**src/snake_pkg.sv**
```systemverilog
`default_nettype none

package snake_pkg;

    // play field size in cells
    localparam int unsigned h_cells = 80; // grid columns
    localparam int unsigned v_cells = 60; // grid rows

    // game pacing
    localparam int unsigned frame_cycles = 16; // clk_pix cycles per frame, short for sim
    localparam int unsigned i_speed      = 2;  // frames skipped between ticks
    localparam int unsigned tick_cycles  = frame_cycles * (i_speed + 1); // cycles per tick

    localparam int unsigned win_score = 9; // first score to reach this ends the game

    // index and score widths
    typedef logic [6:0] cell_x_t; // column index, 0 .. h_cells-1
    typedef logic [5:0] cell_y_t; // row index, 0 .. v_cells-1
    typedef logic [3:0] score_t;  // one player's score

    // heading of a snake head
    typedef enum logic [1:0] {
        up,
        down,
        left,
        right
    } dir_t;

    // round state machine
    typedef enum logic [2:0] {
        new_game, // clear scores
        position, // heads to start cells
        ready,    // wait for start
        play,     // heads move on ticks
        point,    // round lost by someone
        end_game  // a player hit win_score
    } game_state_t;

    // start cells
    localparam cell_x_t start_x_p1 = 7'd5;  // left side
    localparam cell_x_t start_x_p2 = 7'd75; // right side
    localparam cell_y_t start_y    = 6'd30; // middle row, both players

endpackage

`default_nettype wire

```
**src/game_timer.sv**
```systemverilog
`default_nettype none
`timescale 1ns/1ps

module game_timer import snake_pkg::*; (
    input  wire logic clk_pix, // pixel clock
    input  wire logic rst,     // sync reset, active high
    output      logic tick     // one cycle per game step
);

    typedef logic [$clog2(frame_cycles)-1:0] cyc_cnt_t; // cycle within frame
    typedef logic [$clog2(i_speed + 1)-1:0]  frm_cnt_t; // frame within tick period

    cyc_cnt_t cyc_cnt;    // stands in for the raster position
    frm_cnt_t frm_cnt;    // frames since the last tick
    logic     frame_end;  // last cycle of the frame
    logic     last_frame; // frame that carries the tick

    always_comb begin
        frame_end  = (cyc_cnt == cyc_cnt_t'(frame_cycles - 1));
        last_frame = (frm_cnt == frm_cnt_t'(i_speed));
    end

    // tick fires when both counters wrap together
    always_ff @(posedge clk_pix) begin
        if (rst) begin
            cyc_cnt <= '0;
            frm_cnt <= '0;
            tick    <= 1'b0;
        end else begin
            tick <= frame_end && last_frame; // single cycle pulse
            if (frame_end) begin
                cyc_cnt <= '0;
                frm_cnt <= last_frame ? '0 : frm_cnt + 1'b1; // skip i_speed frames
            end else begin
                cyc_cnt <= cyc_cnt + 1'b1;
            end
        end
    end

endmodule

`default_nettype wire

```
**src/round_judge.sv**
```systemverilog
`default_nettype none
`timescale 1ns/1ps

module round_judge import snake_pkg::*; (
    input  wire logic        clk_pix,     // pixel clock
    input  wire logic        rst,         // sync reset, active high
    input  wire logic        tick,        // game tick from the timer
    input  wire logic        start,       // start button level
    input  wire logic        wall_hit_p1, // p1 ran into the border
    input  wire logic        wall_hit_p2, // p2 ran into the border
    input  wire cell_x_t     head_p1_x,
    input  wire cell_x_t     head_p2_x,
    input  wire cell_y_t     head_p1_y,
    input  wire cell_y_t     head_p2_y,
    output      logic        step,        // movers advance one cell
    output      logic        load,        // movers and decoders reload
    output      game_state_t state,       // round state
    output      score_t      score_p1,
    output      score_t      score_p2
);

    game_state_t state_next;
    logic        start_prev;    // start level last cycle
    logic        start_rise;    // start went low to high
    logic        check;         // heads and wall hits of the last step are valid
    logic        head_on;       // both heads in one cell
    logic        coll_p1;       // p1 lost the round
    logic        coll_p2;       // p2 lost the round
    score_t      score_p1_next;
    score_t      score_p2_next;
    logic        win_reached;   // a new score equals win_score

    always_comb begin
        step       = tick && (state == play); // moves only happen in play
        load       = (state == position);
        start_rise = start && !start_prev;
    end

    // collision resolution one cycle after the step
    always_comb begin
        head_on = (head_p1_x == head_p2_x) && (head_p1_y == head_p2_y);
        coll_p1 = check && (wall_hit_p1 || head_on);
        coll_p2 = check && (wall_hit_p2 || head_on); // head-on costs both
        score_p1_next = score_p1 + score_t'(coll_p2); // point to the other player
        score_p2_next = score_p2 + score_t'(coll_p1);
        win_reached = (score_p1_next == score_t'(win_score))
                   || (score_p2_next == score_t'(win_score)); // uses the updated score
    end

    always_comb begin
        state_next = state;
        case (state)
            new_game: state_next = position;
            position: state_next = ready;
            ready: begin
                if (start_rise) begin
                    state_next = play;
                end
            end
            play: begin
                if (coll_p1 || coll_p2) begin
                    state_next = win_reached ? end_game : point;
                end
            end
            point: begin
                if (start_rise) begin
                    state_next = position; // next round, scores kept
                end
            end
            end_game: begin
                if (start_rise) begin
                    state_next = new_game;
                end
            end
            default: state_next = new_game;
        endcase
    end

    always_ff @(posedge clk_pix) begin
        if (rst) begin
            state      <= new_game;
            start_prev <= 1'b0;
            check      <= 1'b0;
            score_p1   <= '0;
            score_p2   <= '0;
        end else begin
            state      <= state_next;
            start_prev <= start;
            check      <= step; // movers update on the same edge
            if (state == new_game) begin
                score_p1 <= '0;
                score_p2 <= '0;
            end else begin
                score_p1 <= score_p1_next; // unchanged without a collision
                score_p2 <= score_p2_next;
            end
        end
    end

endmodule

`default_nettype wire

```
**src/snake_game.sv**
```systemverilog
`default_nettype none
`timescale 1ns/1ps

module snake_game import snake_pkg::*; (
    input  wire logic        clk_pix,      // pixel clock
    input  wire logic        rst,          // sync reset, active high
    input  wire logic        btn_start,    // start or continue
    input  wire logic        btn_up_p1,    // player 1 buttons
    input  wire logic        btn_down_p1,
    input  wire logic        btn_left_p1,
    input  wire logic        btn_right_p1,
    input  wire logic        btn_up_p2,    // player 2 buttons
    input  wire logic        btn_down_p2,
    input  wire logic        btn_left_p2,
    input  wire logic        btn_right_p2,
    output      logic        tick,         // game tick
    output      game_state_t state,        // round state
    output      score_t      score_p1,
    output      score_t      score_p2,
    output      cell_x_t     head_p1_x,
    output      cell_y_t     head_p1_y,
    output      cell_x_t     head_p2_x,
    output      cell_y_t     head_p2_y
);

    logic step;        // one game step in play
    logic load;        // round setup
    dir_t dir_p1;
    dir_t dir_p2;
    logic wall_hit_p1;
    logic wall_hit_p2;

    game_timer timer_inst (
        .clk_pix,
        .rst,
        .tick
    );

    // p1 starts heading right, p2 heading left
    steer_decode #(.start_dir(right)) steer_p1_inst (
        .clk_pix,
        .rst,
        .step,
        .load,
        .btn_up    (btn_up_p1),
        .btn_down  (btn_down_p1),
        .btn_left  (btn_left_p1),
        .btn_right (btn_right_p1),
        .dir       (dir_p1)
    );

    steer_decode #(.start_dir(left)) steer_p2_inst (
        .clk_pix,
        .rst,
        .step,
        .load,
        .btn_up    (btn_up_p2),
        .btn_down  (btn_down_p2),
        .btn_left  (btn_left_p2),
        .btn_right (btn_right_p2),
        .dir       (dir_p2)
    );

    snake_mover #(.start_x(start_x_p1), .start_y(start_y)) mover_p1_inst (
        .clk_pix,
        .rst,
        .step,
        .load,
        .dir      (dir_p1),
        .head_x   (head_p1_x),
        .head_y   (head_p1_y),
        .wall_hit (wall_hit_p1)
    );

    snake_mover #(.start_x(start_x_p2), .start_y(start_y)) mover_p2_inst (
        .clk_pix,
        .rst,
        .step,
        .load,
        .dir      (dir_p2),
        .head_x   (head_p2_x),
        .head_y   (head_p2_y),
        .wall_hit (wall_hit_p2)
    );

    round_judge judge_inst (
        .clk_pix,
        .rst,
        .tick,
        .start (btn_start),
        .wall_hit_p1,
        .wall_hit_p2,
        .head_p1_x,
        .head_p2_x,
        .head_p1_y,
        .head_p2_y,
        .step,
        .load,
        .state,
        .score_p1,
        .score_p2
    );

endmodule

`default_nettype wire

```
**src/snake_mover.sv**
```systemverilog
`default_nettype none
`timescale 1ns/1ps

module snake_mover import snake_pkg::*; #(
    parameter cell_x_t start_x = '0, // start column
    parameter cell_y_t start_y = '0  // start row
) (
    input  wire  logic    clk_pix,  // pixel clock
    input  wire  logic    rst,      // sync reset, active high
    input  wire  logic    step,     // move one cell now
    input  wire  logic    load,     // back to the start cell
    input  wire  dir_t    dir,      // heading held before this step
    output       cell_x_t head_x,   // head column
    output       cell_y_t head_y,   // head row
    output       logic    wall_hit  // pulse, step hit the border
);

    cell_x_t next_x;  // head column after the move
    cell_y_t next_y;  // head row after the move
    logic    at_edge; // move would leave the grid

    // one cell in dir, or hold at the border
    always_comb begin
        next_x  = head_x;
        next_y  = head_y;
        at_edge = 1'b0;
        case (dir)
            up: begin
                if (head_y == '0) begin
                    at_edge = 1'b1; // top row
                end else begin
                    next_y = head_y - 1'b1;
                end
            end
            down: begin
                if (head_y == cell_y_t'(v_cells - 1)) begin
                    at_edge = 1'b1; // bottom row
                end else begin
                    next_y = head_y + 1'b1;
                end
            end
            left: begin
                if (head_x == '0) begin
                    at_edge = 1'b1; // first column
                end else begin
                    next_x = head_x - 1'b1;
                end
            end
            right: begin
                if (head_x == cell_x_t'(h_cells - 1)) begin
                    at_edge = 1'b1; // last column
                end else begin
                    next_x = head_x + 1'b1;
                end
            end
            default: at_edge = 1'b0;
        endcase
    end

    always_ff @(posedge clk_pix) begin
        if (rst) begin
            head_x   <= start_x;
            head_y   <= start_y;
            wall_hit <= 1'b0;
        end else begin
            wall_hit <= step && at_edge; // lines up with the judge's check cycle
            if (load) begin
                head_x <= start_x;
                head_y <= start_y;
            end else if (step) begin
                head_x <= next_x; // unchanged on a wall hit
                head_y <= next_y;
            end
        end
    end

endmodule

`default_nettype wire

```
**src/steer_decode.sv**
```systemverilog
`default_nettype none
`timescale 1ns/1ps

module steer_decode import snake_pkg::*; #(
    parameter dir_t start_dir = right // heading at the start of a round
) (
    input  wire logic clk_pix,   // pixel clock
    input  wire logic rst,       // sync reset, active high
    input  wire logic step,      // game step from the judge
    input  wire logic load,      // round setup
    input  wire logic btn_up,    // button levels, already clean
    input  wire logic btn_down,
    input  wire logic btn_left,
    input  wire logic btn_right,
    output      dir_t dir        // heading used by the mover
);

    logic [3:0] btn_now;   // right, left, up, down from msb down
    logic [3:0] btn_prev;  // levels seen at the previous step
    logic [3:0] btn_new;   // pressed since the previous step
    dir_t       dir_req;   // highest priority new press
    logic       req_valid; // some button was newly pressed
    logic       turn_ok;   // request is not a reversal

    // heading that would run the snake back into itself
    function automatic dir_t opposite(input dir_t d);
        case (d)
            up:      return down;
            down:    return up;
            left:    return right;
            default: return left;
        endcase
    endfunction

    always_comb begin
        btn_now = {btn_right, btn_left, btn_up, btn_down};
        btn_new = btn_now & ~btn_prev; // a held button counts once
    end

    // priority right, left, up, down
    always_comb begin
        req_valid = 1'b1;
        dir_req   = dir;
        if (btn_new[3]) begin
            dir_req = right;
        end else if (btn_new[2]) begin
            dir_req = left;
        end else if (btn_new[1]) begin
            dir_req = up;
        end else if (btn_new[0]) begin
            dir_req = down;
        end else begin
            req_valid = 1'b0;
        end
        turn_ok = req_valid && (dir_req != opposite(dir)); // no fallback to the next button
    end

    always_ff @(posedge clk_pix) begin
        if (rst) begin
            dir      <= start_dir;
            btn_prev <= '0;
        end else if (load) begin
            dir <= start_dir; // fresh round
        end else if (step) begin
            btn_prev <= btn_now; // sample once per step
            if (turn_ok) begin
                dir <= dir_req; // mover sees it on the next step
            end
        end
    end

endmodule

`default_nettype wire

```
**config.mk**
```make
export PLATFORM = sky130hd
export DESIGN_NAME = snake_game
export DESIGN_NICKNAME = d
export VERILOG_FILES = /design/src/snake_pkg.sv /design/src/game_timer.sv /design/src/round_judge.sv /design/src/snake_game.sv /design/src/snake_mover.sv /design/src/steer_decode.sv
export SDC_FILE = /design/constraint.sdc
export NUM_CORES = 1
export LEC_CHECK = 0
export BUFFER_PORTS_ARGS = -buffer_cell sky130_fd_sc_hd__buf_4
export CORE_MARGIN = 1.5
export CORE_UTILIZATION = 40
export CTS_BUF_LIST = sky130_fd_sc_hd__clkbuf_8
export DETAILED_ROUTE_END_ITERATION = 8
export PLACE_DENSITY_LB_ADDON = 0.12
export SETUP_SLACK_MARGIN = 0.2
export SKIP_LAST_GASP = 1
export SLEW_MARGIN = 20
export SYNTH_ARGS = -nofsm -noshare
export SYNTH_HDL_FRONTEND = slang
export SYNTH_HIERARCHICAL = 1
export SYNTH_SLANG_ARGS = --single-unit
```
**constraint.sdc**
```tcl
create_clock -name clk_pix -period 3.99 [get_ports clk_pix]
set_input_delay 0.1995 -clock clk_pix [delete_from_list [all_inputs] [get_ports clk_pix]]
set_output_delay 0.1995 -clock clk_pix [all_outputs]
set_load 0.05 [all_outputs]
```
==> results.yml, run 1 <==
critical_path:
  cp_max_fo: 8
  cp.arrival_ns: 3.07
  r2r-end: "judge_inst/state[0]"
  reg2reg_depth: 11
  crit_chain: "xor2_1 > nor4_1 > nand2_1 > nor4_4 > o21a_1 > ha_1 > ha_1 > or3b_1 > a21oi_1 > o211ai_1 > nand4_1"
  crit_required_ns: 4.26
  start_kind: "flip-flop"
  max_stage_delay_ns: 0.52
  criticalPathCategory: "reg -> reg"
  cp_slowest_cell: "dfxtp_1"
  worst_path_most_repeated_cell: "ha_1"
  r2r_start: "mover_p1_inst/head_y[0]"
  end_kind: "flip-flop"
  rrSetupSlack_ns: 1.19
pwr:
  p_seq_frac: 0.462
  ir_drop_v: 0.000144
  power.share.clock: 0.469
  power_density_nw_per_um2: 292
  p_switching_uw: 315
  combPwrFrac: 0.069
  p_leak_uw: 0.00181
  swShare: 0.236
  power_uw: 1330
  p_int_uw: 1020
timing:
  finalHoldViolCount: 0
  max_slew_margin: 0.532
  setup_viol_count_final: 0
  fin_crit_sh: 0.701
  maxSlewViolCount: 0
  tightest_slew_ns: 0.700
  fmax_ghz: 0.358
  skew_ns: 0.00804
  grt_setup_unrepaired: "no"
  final.min_clock_period_ns: 2.80
  setup-tns-final_ns: 0
detailed_routing:
  drc_errors: 0
  first_pass_iters: 4
  wire_per_inst_um: 14.4
  detail-route-antenna-nets: 0
  drt_wl_total_mm: 8.75
  vias: 3252
  vias_per_cell: 5.36
  drtIter0Drc: 76
hold_path:
  hold_path.class: "in -> reg"
  holdPathStages: 2
  whs_endpoint: "judge_inst/start_prev"
  min_from: "btn_start"
global_route:
  grt_pass1_wl_mm: 14.5
  grt_overflow: 0
  first_global_vias: 2982
  antenna_found_initial: 0
  grt_start_max_net_pins: 33
  grt.total_usage: 0.178
cts:
  cts_num_sinks: 60
  cts_setup_buffers: 0
  cts.repair.resized: 0
  cts_root_buf: "clkbuf_8"
  h-tree-depth: 3
  cts_buffers: 9
  insertion_delay_ns: 0.33
  cts.clk_slew.worst_paths_ns: 0.07
  cts.hold.buffers_added: 0
  tritoncts: "yes"
  clockBufferDepth: 2
floorplanning:
  initial_utilization: 0.416
  die_height_um: 101
  dieArea_um2: 10300
  pin_count: 49
  coreArea_um2: 9280
  die_w_um: 101
  fp-row-count: 35
logic_synthesis:
  yosysSeqAreaShare: 0.311
  synth.distinct_cells: 77
  postSynthAreaPerCell_um2: 9.17
  ys.flop_type: "dfxtp_1"
  syn_area_um2: 3860
  yosys_warnings: 6
  synth_nets: 461
  synthCells: 421
  synth-edff-count: 0
  synthArstFlopShare: 0
  synth_seq_cells: 60
layout:
  syn_to_final_growth_pct: 18.4
  drive_gt1_frac: 0.188
  nNetsFinal: 514
  diodes: 0
placed_design:
  dpl.hpwl_mm: 6.39
  place_congestion: 0.800
  portBuffers: 48
flow_run:
  maxCapViolCount: 0
run_status:
  status: "finished, final reports clean"
-- through the flow --
step	cells	setup WS [ns]	area, um^2	hold slack (ns)	util
global route	607	0.954	4570	0.0973	0.492
finish	607	1.19	4570	0.0898	0.492
floorplan	421	1.21	3860	0.262	-
global placement	592	1.32	4350	0.422	0.468
detailed placement	592	1.22	4350	0.448	0.468
CTS	607	1.18	4570	0.0770	0.492
-- state kept, by name (all words and copies together), names as in the netlist, 2 cells and up --
name,count
mover_p1_inst/head_x,7
mover_p2_inst/head_x,7
steer_p2_inst/dir,2
timer_inst/frm_cnt,2
judge_inst/score_p1,4
steer_p1_inst/dir,2
timer_inst/cyc_cnt,4
judge_inst/state,3
steer_p2_inst/btn_prev,4
mover_p2_inst/head_y,6
mover_p1_inst/head_y,6
judge_inst/score_p2,4
steer_p1_inst/btn_prev,4
-- critical path, delay by kind of cell (launching register included) --
kind / cells / cell delay [ns]
adders and majority gates: 2 / 0.41
xor gates and xnor gates: 1 / 0.11
DFF: 1 / 0.52
AOI/OAI and AO/OA: 3 / 0.40
and+or+nand+nor: 5 / 1.29
-- layout make-up --
| type | instances | area [um^2] |
|---|---|---|
| Fill cell | 923 | 4710 |
| Multi-Input combinational cell | 339 | 2560 |
| Sequential cell | 60 | 1200 |
| Timing Repair Buffer | 50 | 375 |
| Tap cell | 129 | 161 |
| Clock buffer | 11 | 151 |
| Clock inverter | 4 | 72.6 |
| Inverter | 14 | 52.6 |
-- cells in the mapped netlist, types with 3 or more instances --
| library cell | n | share of area |
|---|---|---|
| o21ai_0 | 14 | 0.018 |
| a211oi_1 | 6 | 0.012 |
| nor4_1 | 3 | 0.0049 |
| nand3b_1 | 4 | 0.0078 |
| o31ai_1 | 5 | 0.0097 |
| nor3_1 | 9 | 0.012 |
| inv_1 | 14 | 0.014 |
| xnor2_1 | 11 | 0.025 |
| a31oi_1 | 3 | 0.0049 |
| nand2b_1 | 7 | 0.011 |
| nor2_1 | 37 | 0.036 |
| a21oi_1 | 20 | 0.026 |
| xor2_1 | 19 | 0.043 |
| nand2_1 | 32 | 0.031 |
| nand3_1 | 13 | 0.017 |
| dfxtp_1 | 60 | 0.31 |
| buf_4 | 3 | 0.0058 |
| mux2i_1 | 20 | 0.052 |
| o21a_1 | 7 | 0.014 |
| and2_1 | 9 | 0.015 |
| or3_1 | 3 | 0.0049 |
| nor2b_1 | 5 | 0.0081 |
| nor4b_1 | 4 | 0.0091 |
| o211ai_1 | 7 | 0.014 |
| ha_1 | 25 | 0.081 |
| nand4_1 | 4 | 0.0065 |
| a21o_1 | 4 | 0.0078 |
| fa_1 | 4 | 0.021 |
-- placed cells by master, fill, tap and decap left out, drive strengths merged, types with 4 or more instances in the layout --
| master | synthesis | routed |
|---|---|---|
| mux2i | 20 | 20 |
| nor4 | 5 | 5 |
| dfxtp | 60 | 60 |
| o211ai | 7 | 7 |
| a21oi | 21 | 21 |
| o21ai | 15 | 15 |
| nand4 | 7 | 7 |
| nand3b | 4 | 4 |
| fa | 4 | 4 |
| a211oi | 6 | 6 |
| nor2b | 6 | 6 |
| o21a | 7 | 7 |
| and2 | 9 | 9 |
| o31ai | 5 | 5 |
| nor4b | 4 | 4 |
| nor2 | 38 | 38 |
| xor2 | 20 | 20 |
| nor3 | 9 | 9 |
| xnor2 | 11 | 11 |
| buf | 5 | 50 |
| a21o | 6 | 6 |
| inv | 14 | 14 |
| nand2 | 32 | 32 |
| nand2b | 9 | 9 |
| ha | 25 | 25 |
| nand3 | 15 | 15 |
| clkbuf | 3 | 11 |
-- logic make-up (layout without fill, tap and decap cells) --
group | after synthesis | in the layout | share of synthesized area
multiplexers | 20 | 20 | 0.0518
AO/OA/AOI/OAI | 97 | 97 | 0.188
XOR/XNOR | 31 | 31 | 0.0723
AND/OR/NAND/NOR | 162 | 162 | 0.248
buffers and inverters | 22 | 79 | 0.0269
flip-flops | 60 | 60 | 0.311
adder cells (fa/ha/maj) | 29 | 29 | 0.102
-- routing by layer --
| layer | up-vias | global-route usage | share of wire |
|---|---|---|---|
| met4 | 0 | 0.0620 | 0.012 |
| met3 | 10 | 0.0414 | 0.030 |
| met2 | 43 | 0.273 | 0.45 |
| met5 | - | 0 | 0 |
| li1 | 1665 | - | - |
| met1 | 1534 | 0.244 | 0.51 |
-- worst max path at each step --
stage / startpoint / to / slack (ns) / depth (start not counted)
5_1_grt: steer_p2_inst/dir[0] / mover_p2_inst/head_x[6] / 0.95 / 7
3_5_place_dp: mover_p2_inst/head_y[0] / judge_inst/state[0] / 1.22 / 11
2_1_floorplan: mover_p2_inst/head_y[0] / judge_inst/state[0] / 1.21 / 11
3_3_place_gp: mover_p2_inst/head_y[0] / judge_inst/state[0] / 1.32 / 11
4_1_cts: mover_p2_inst/head_y[0] / judge_inst/state[0] / 1.18 / 11
6_report: mover_p1_inst/head_y[0] / judge_inst/state[0] / 1.19 / 11
-- power by group through the flow --
stage	Sequential (uW)	Clock [uW]	Combinational, uW
after floorplan	637	0	48.8
after global placement	630	0	92.3
after detailed placement	630	0	92.8
after CTS	616	644	93.1
after global routing	618	678	101
final	617	626	92.3
(Power assumes the default switching activity.)
==> run 2: changes to the inputs <==
ABC_AREA = 1   (was unset)
clock period = 2.6 ns   (was 3.99 ns; I/O delays follow)
==> run 2 against run 1 <==
Worst setup slack got worse by 0.83 ns; die area increased by 11%; synthesized area rose by 11%; clock skew is 0.00076 ns lower; clock power rose by 25%.
==> results.yml, run 2 <==
detailed_routing:
  wire_per_inst_um: 11.3
  drtIter0Drc: 254
  drc_errors: 0
  detail-route-antenna-nets: 0
  drt_wl_total_mm: 9.98
  vias_per_cell: 4.72
  vias: 4153
  first_pass_iters: 4
pwr:
  swShare: 0.303
  p_seq_frac: 0.450
  p_int_uw: 1490
  p_switching_uw: 647
  power_density_nw_per_um2: 405
  power.share.clock: 0.368
  combPwrFrac: 0.182
  p_leak_uw: 0.00266
  ir_drop_v: 0.000318
global_route:
  grt_util_met2: 0.324
  grt_start_max_net_pins: 21
  grt.total_usage: 0.184
  met3_usage: 0.0349
  antenna_found_initial: 0
  first_global_vias: 3871
  met1_usage: 0.234
  grt-busiest-layer: "met2"
  grt_overflow: 0
  grt_pass1_wl_mm: 17.2
critical_path:
  reg2reg_depth: 21
  r2r-end: "judge_inst/state[0]"
  start_kind: "flip-flop"
  cp-startpoint: "mover_p1_inst/head_x[0]"
  cp_slowest_cell: "dfxtp_1"
  crit_required_ns: 2.86
  r2r_start: "mover_p1_inst/head_x[0]"
  end_kind: "flip-flop"
  setup.worst_path.end: "judge_inst/state[0]"
  criticalPathCategory: "reg -> reg"
  max_stage_delay_ns: 0.37
  worst_path_most_repeated_cell: "nand2_1"
  cp.arrival_ns: 2.50
  cp_max_fo: 3
  crit_chain: "nand2_1 > inv_1 > nor2_1 > nor2_1 > nand2_1 > nor2_2 > nand2_2 > nand2_2 > nand2_2 > inv_2 > ha_4 > nand3_1 > xnor2_2 > nand3_1 > nand2_1 > nand2_1 > nand2_1 > nand2_1 > nand3_1 > nand2_1 > nor2_2"
  rrSetupSlack_ns: 0.36
timing:
  setup-tns-final_ns: 0
  skew_ns: 0.00727
  max_slew_margin: 0.364
  whs_ns: 0.0526
  grt_setup_unrepaired: "no"
  maxSlewViolCount: 0
  setup_viol_count_final: 0
  fin_crit_sh: 0.860
  final.min_clock_period_ns: 2.24
  fmax_ghz: 0.447
  finalHoldViolCount: 0
  tightest_slew_ns: 0.951
layout:
  syn_to_final_growth_pct: 22.9
  top_regs: "mover_p1_inst/head_x (7), mover_p2_inst/head_x (7)"
  nFillCells: 1063
  final_cell_mix: "nand2_1 (190), inv_1 (89), nor2_1 (89), buf_4 (69), nand3_1 (57)"
  layout_commonest_cell: "nand2_1"
  fin_cells: 880
  drive_gt1_frac: 0.245
  diodes: 0
  nNetsFinal: 780
logic_synthesis:
  yosys_warnings: 6
  yosys.cell_count.top_type: "nand2_1"
  synthTopCellsByCount: "nand2_1 (194), nor2_1 (91), inv_1 (89), dfxtp_1 (60), nand3_1 (58)"
  synth-edff-count: 0
  synth_nets: 702
  synth_top_cell_area_share: 0.281
  synthCells: 662
  synth_seq_cells: 60
  ys.flop_type: "dfxtp_1"
  synth.distinct_cells: 37
  synth.largest_area_cell: "dfxtp_1"
  postSynthAreaPerCell_um2: 6.47
  yosys-top-cells-area: "dfxtp_1 (28%), nand2_1 (17%), nor2_1 (8.0%), inv_1 (7.8%), ha_1 (7.3%)"
  synthArstFlopShare: 0
  yosysSeqAreaShare: 0.281
  syn_area_um2: 4280
placed_design:
  place_congestion: 0.798
  portBuffers: 48
  dp.cells: 855
  dpl.hpwl_mm: 7.56
cts:
  cts_root_buf: "clkbuf_8"
  cts.clk_slew.worst_paths_ns: 0.06
  clockBufferDepth: 2
  insertion_delay_ns: 0.33
  h-tree-depth: 3
  cts_num_sinks: 60
  cts.hold.buffers_added: 0
  tritoncts: "yes"
  cts_buffers: 9
flow_run:
  maxCapViolCount: 0
run_status:
  status: "finished, final reports clean"
floorplanning:
  initial_utilization: 0.413
  die_height_um: 106
  pin_count: 49
  fp-row-count: 37
  die_w_um: 106
  dieArea_um2: 11300
  coreArea_um2: 10400
hold_path:
  hold_path.class: "in -> reg"
-- run 2: per-layer routing --
layer / vias to the layer above / part of all wire
li1: 2233 / -
met1: 1845 / 0.48
met2: 70 / 0.48
met3: 5 / 0.035
met4: 0 / 0.0048
met5: - / 0
-- run 2: final cells by class --
class | count | area [um^2] | share of cell area
Multi-Input combinational cell | 495 | 2740 | 0.522
Timing Repair Buffer | 69 | 518 | 0.0985
Sequential cell | 60 | 1250 | 0.237
Tap cell | 136 | 170 | 0.0323
Clock buffer | 13 | 179 | 0.0340
Inverter | 105 | 394 | 0.0749
Clock inverter | 2 | 8.76 | 0.00166
-- run 2: how the worst min path moves through the flow --
| stage | start | end | slack [ns] | cells past startpoint |
|---|---|---|---|---|
| after floorplan | rst | mover_p2_inst/wall_hit | 0.20 | 1 |
| after global placement | btn_start | judge_inst/start_prev | 0.37 | 3 |
| after detailed placement | btn_start | judge_inst/start_prev | 0.39 | 3 |
| after CTS | btn_start | judge_inst/start_prev | 0.04 | 3 |
| after global routing | btn_start | judge_inst/start_prev | 0.07 | 3 |
| final | btn_start | judge_inst/start_prev | 0.05 | 3 |
-- run 2: per-stage QoR --
step                worst slack [ns]   util  power (uW)  instance area (um^2)
floorplan                      0.229      -        1270                  4280
global placement               0.321  0.470        1380                  4870
detailed placement             0.214  0.470        1380                  4870
CTS                            0.209  0.488        2190                  5060
global route                   0.150  0.507        2250                  5260
finish                         0.364  0.507        2130                  5260
-- run 2: power groups by stage --
stage	logic (uW)	registers, uW	clock network (uW)
6_report	388	960	784
5_1_grt	432	963	854
4_1_cts	391	970	824
3_5_place_dp	391	991	0
3_3_place_gp	385	990	0
2_1_floorplan	224	1050	0
-- run 2: worst max-delay path, delay by kind of cell (launching register included) --
kind / cells / cell delay [ns]
buffers and inverters: 2 / 0.11
AND/OR/NAND/NOR: 17 / 1.35
flip-flops: 1 / 0.37
XOR/XNOR: 1 / 0.21
adder cells (fa/ha/maj): 1 / 0.13
-- run 2: kinds of logic (layout without fill, tap and decap cells) --
family	Yosys count	count (layout)	share of synthesized area
adder cells (fa/ha/maj)	29	29	0.0918
AND/OR/NAND/NOR	403	403	0.425
flip-flops	60	60	0.281
buffers and inverters	107	189	0.0979
XOR/XNOR	14	14	0.0286
AO/OA/AOI/OAI	49	49	0.0766
-- run 2: what timing repair did --
item                       4_1_cts  5_1_grt
setup endpoints to repair        1        1
buffers inserted                 0       10
resized for setup                1       41
pin swaps                        0       11
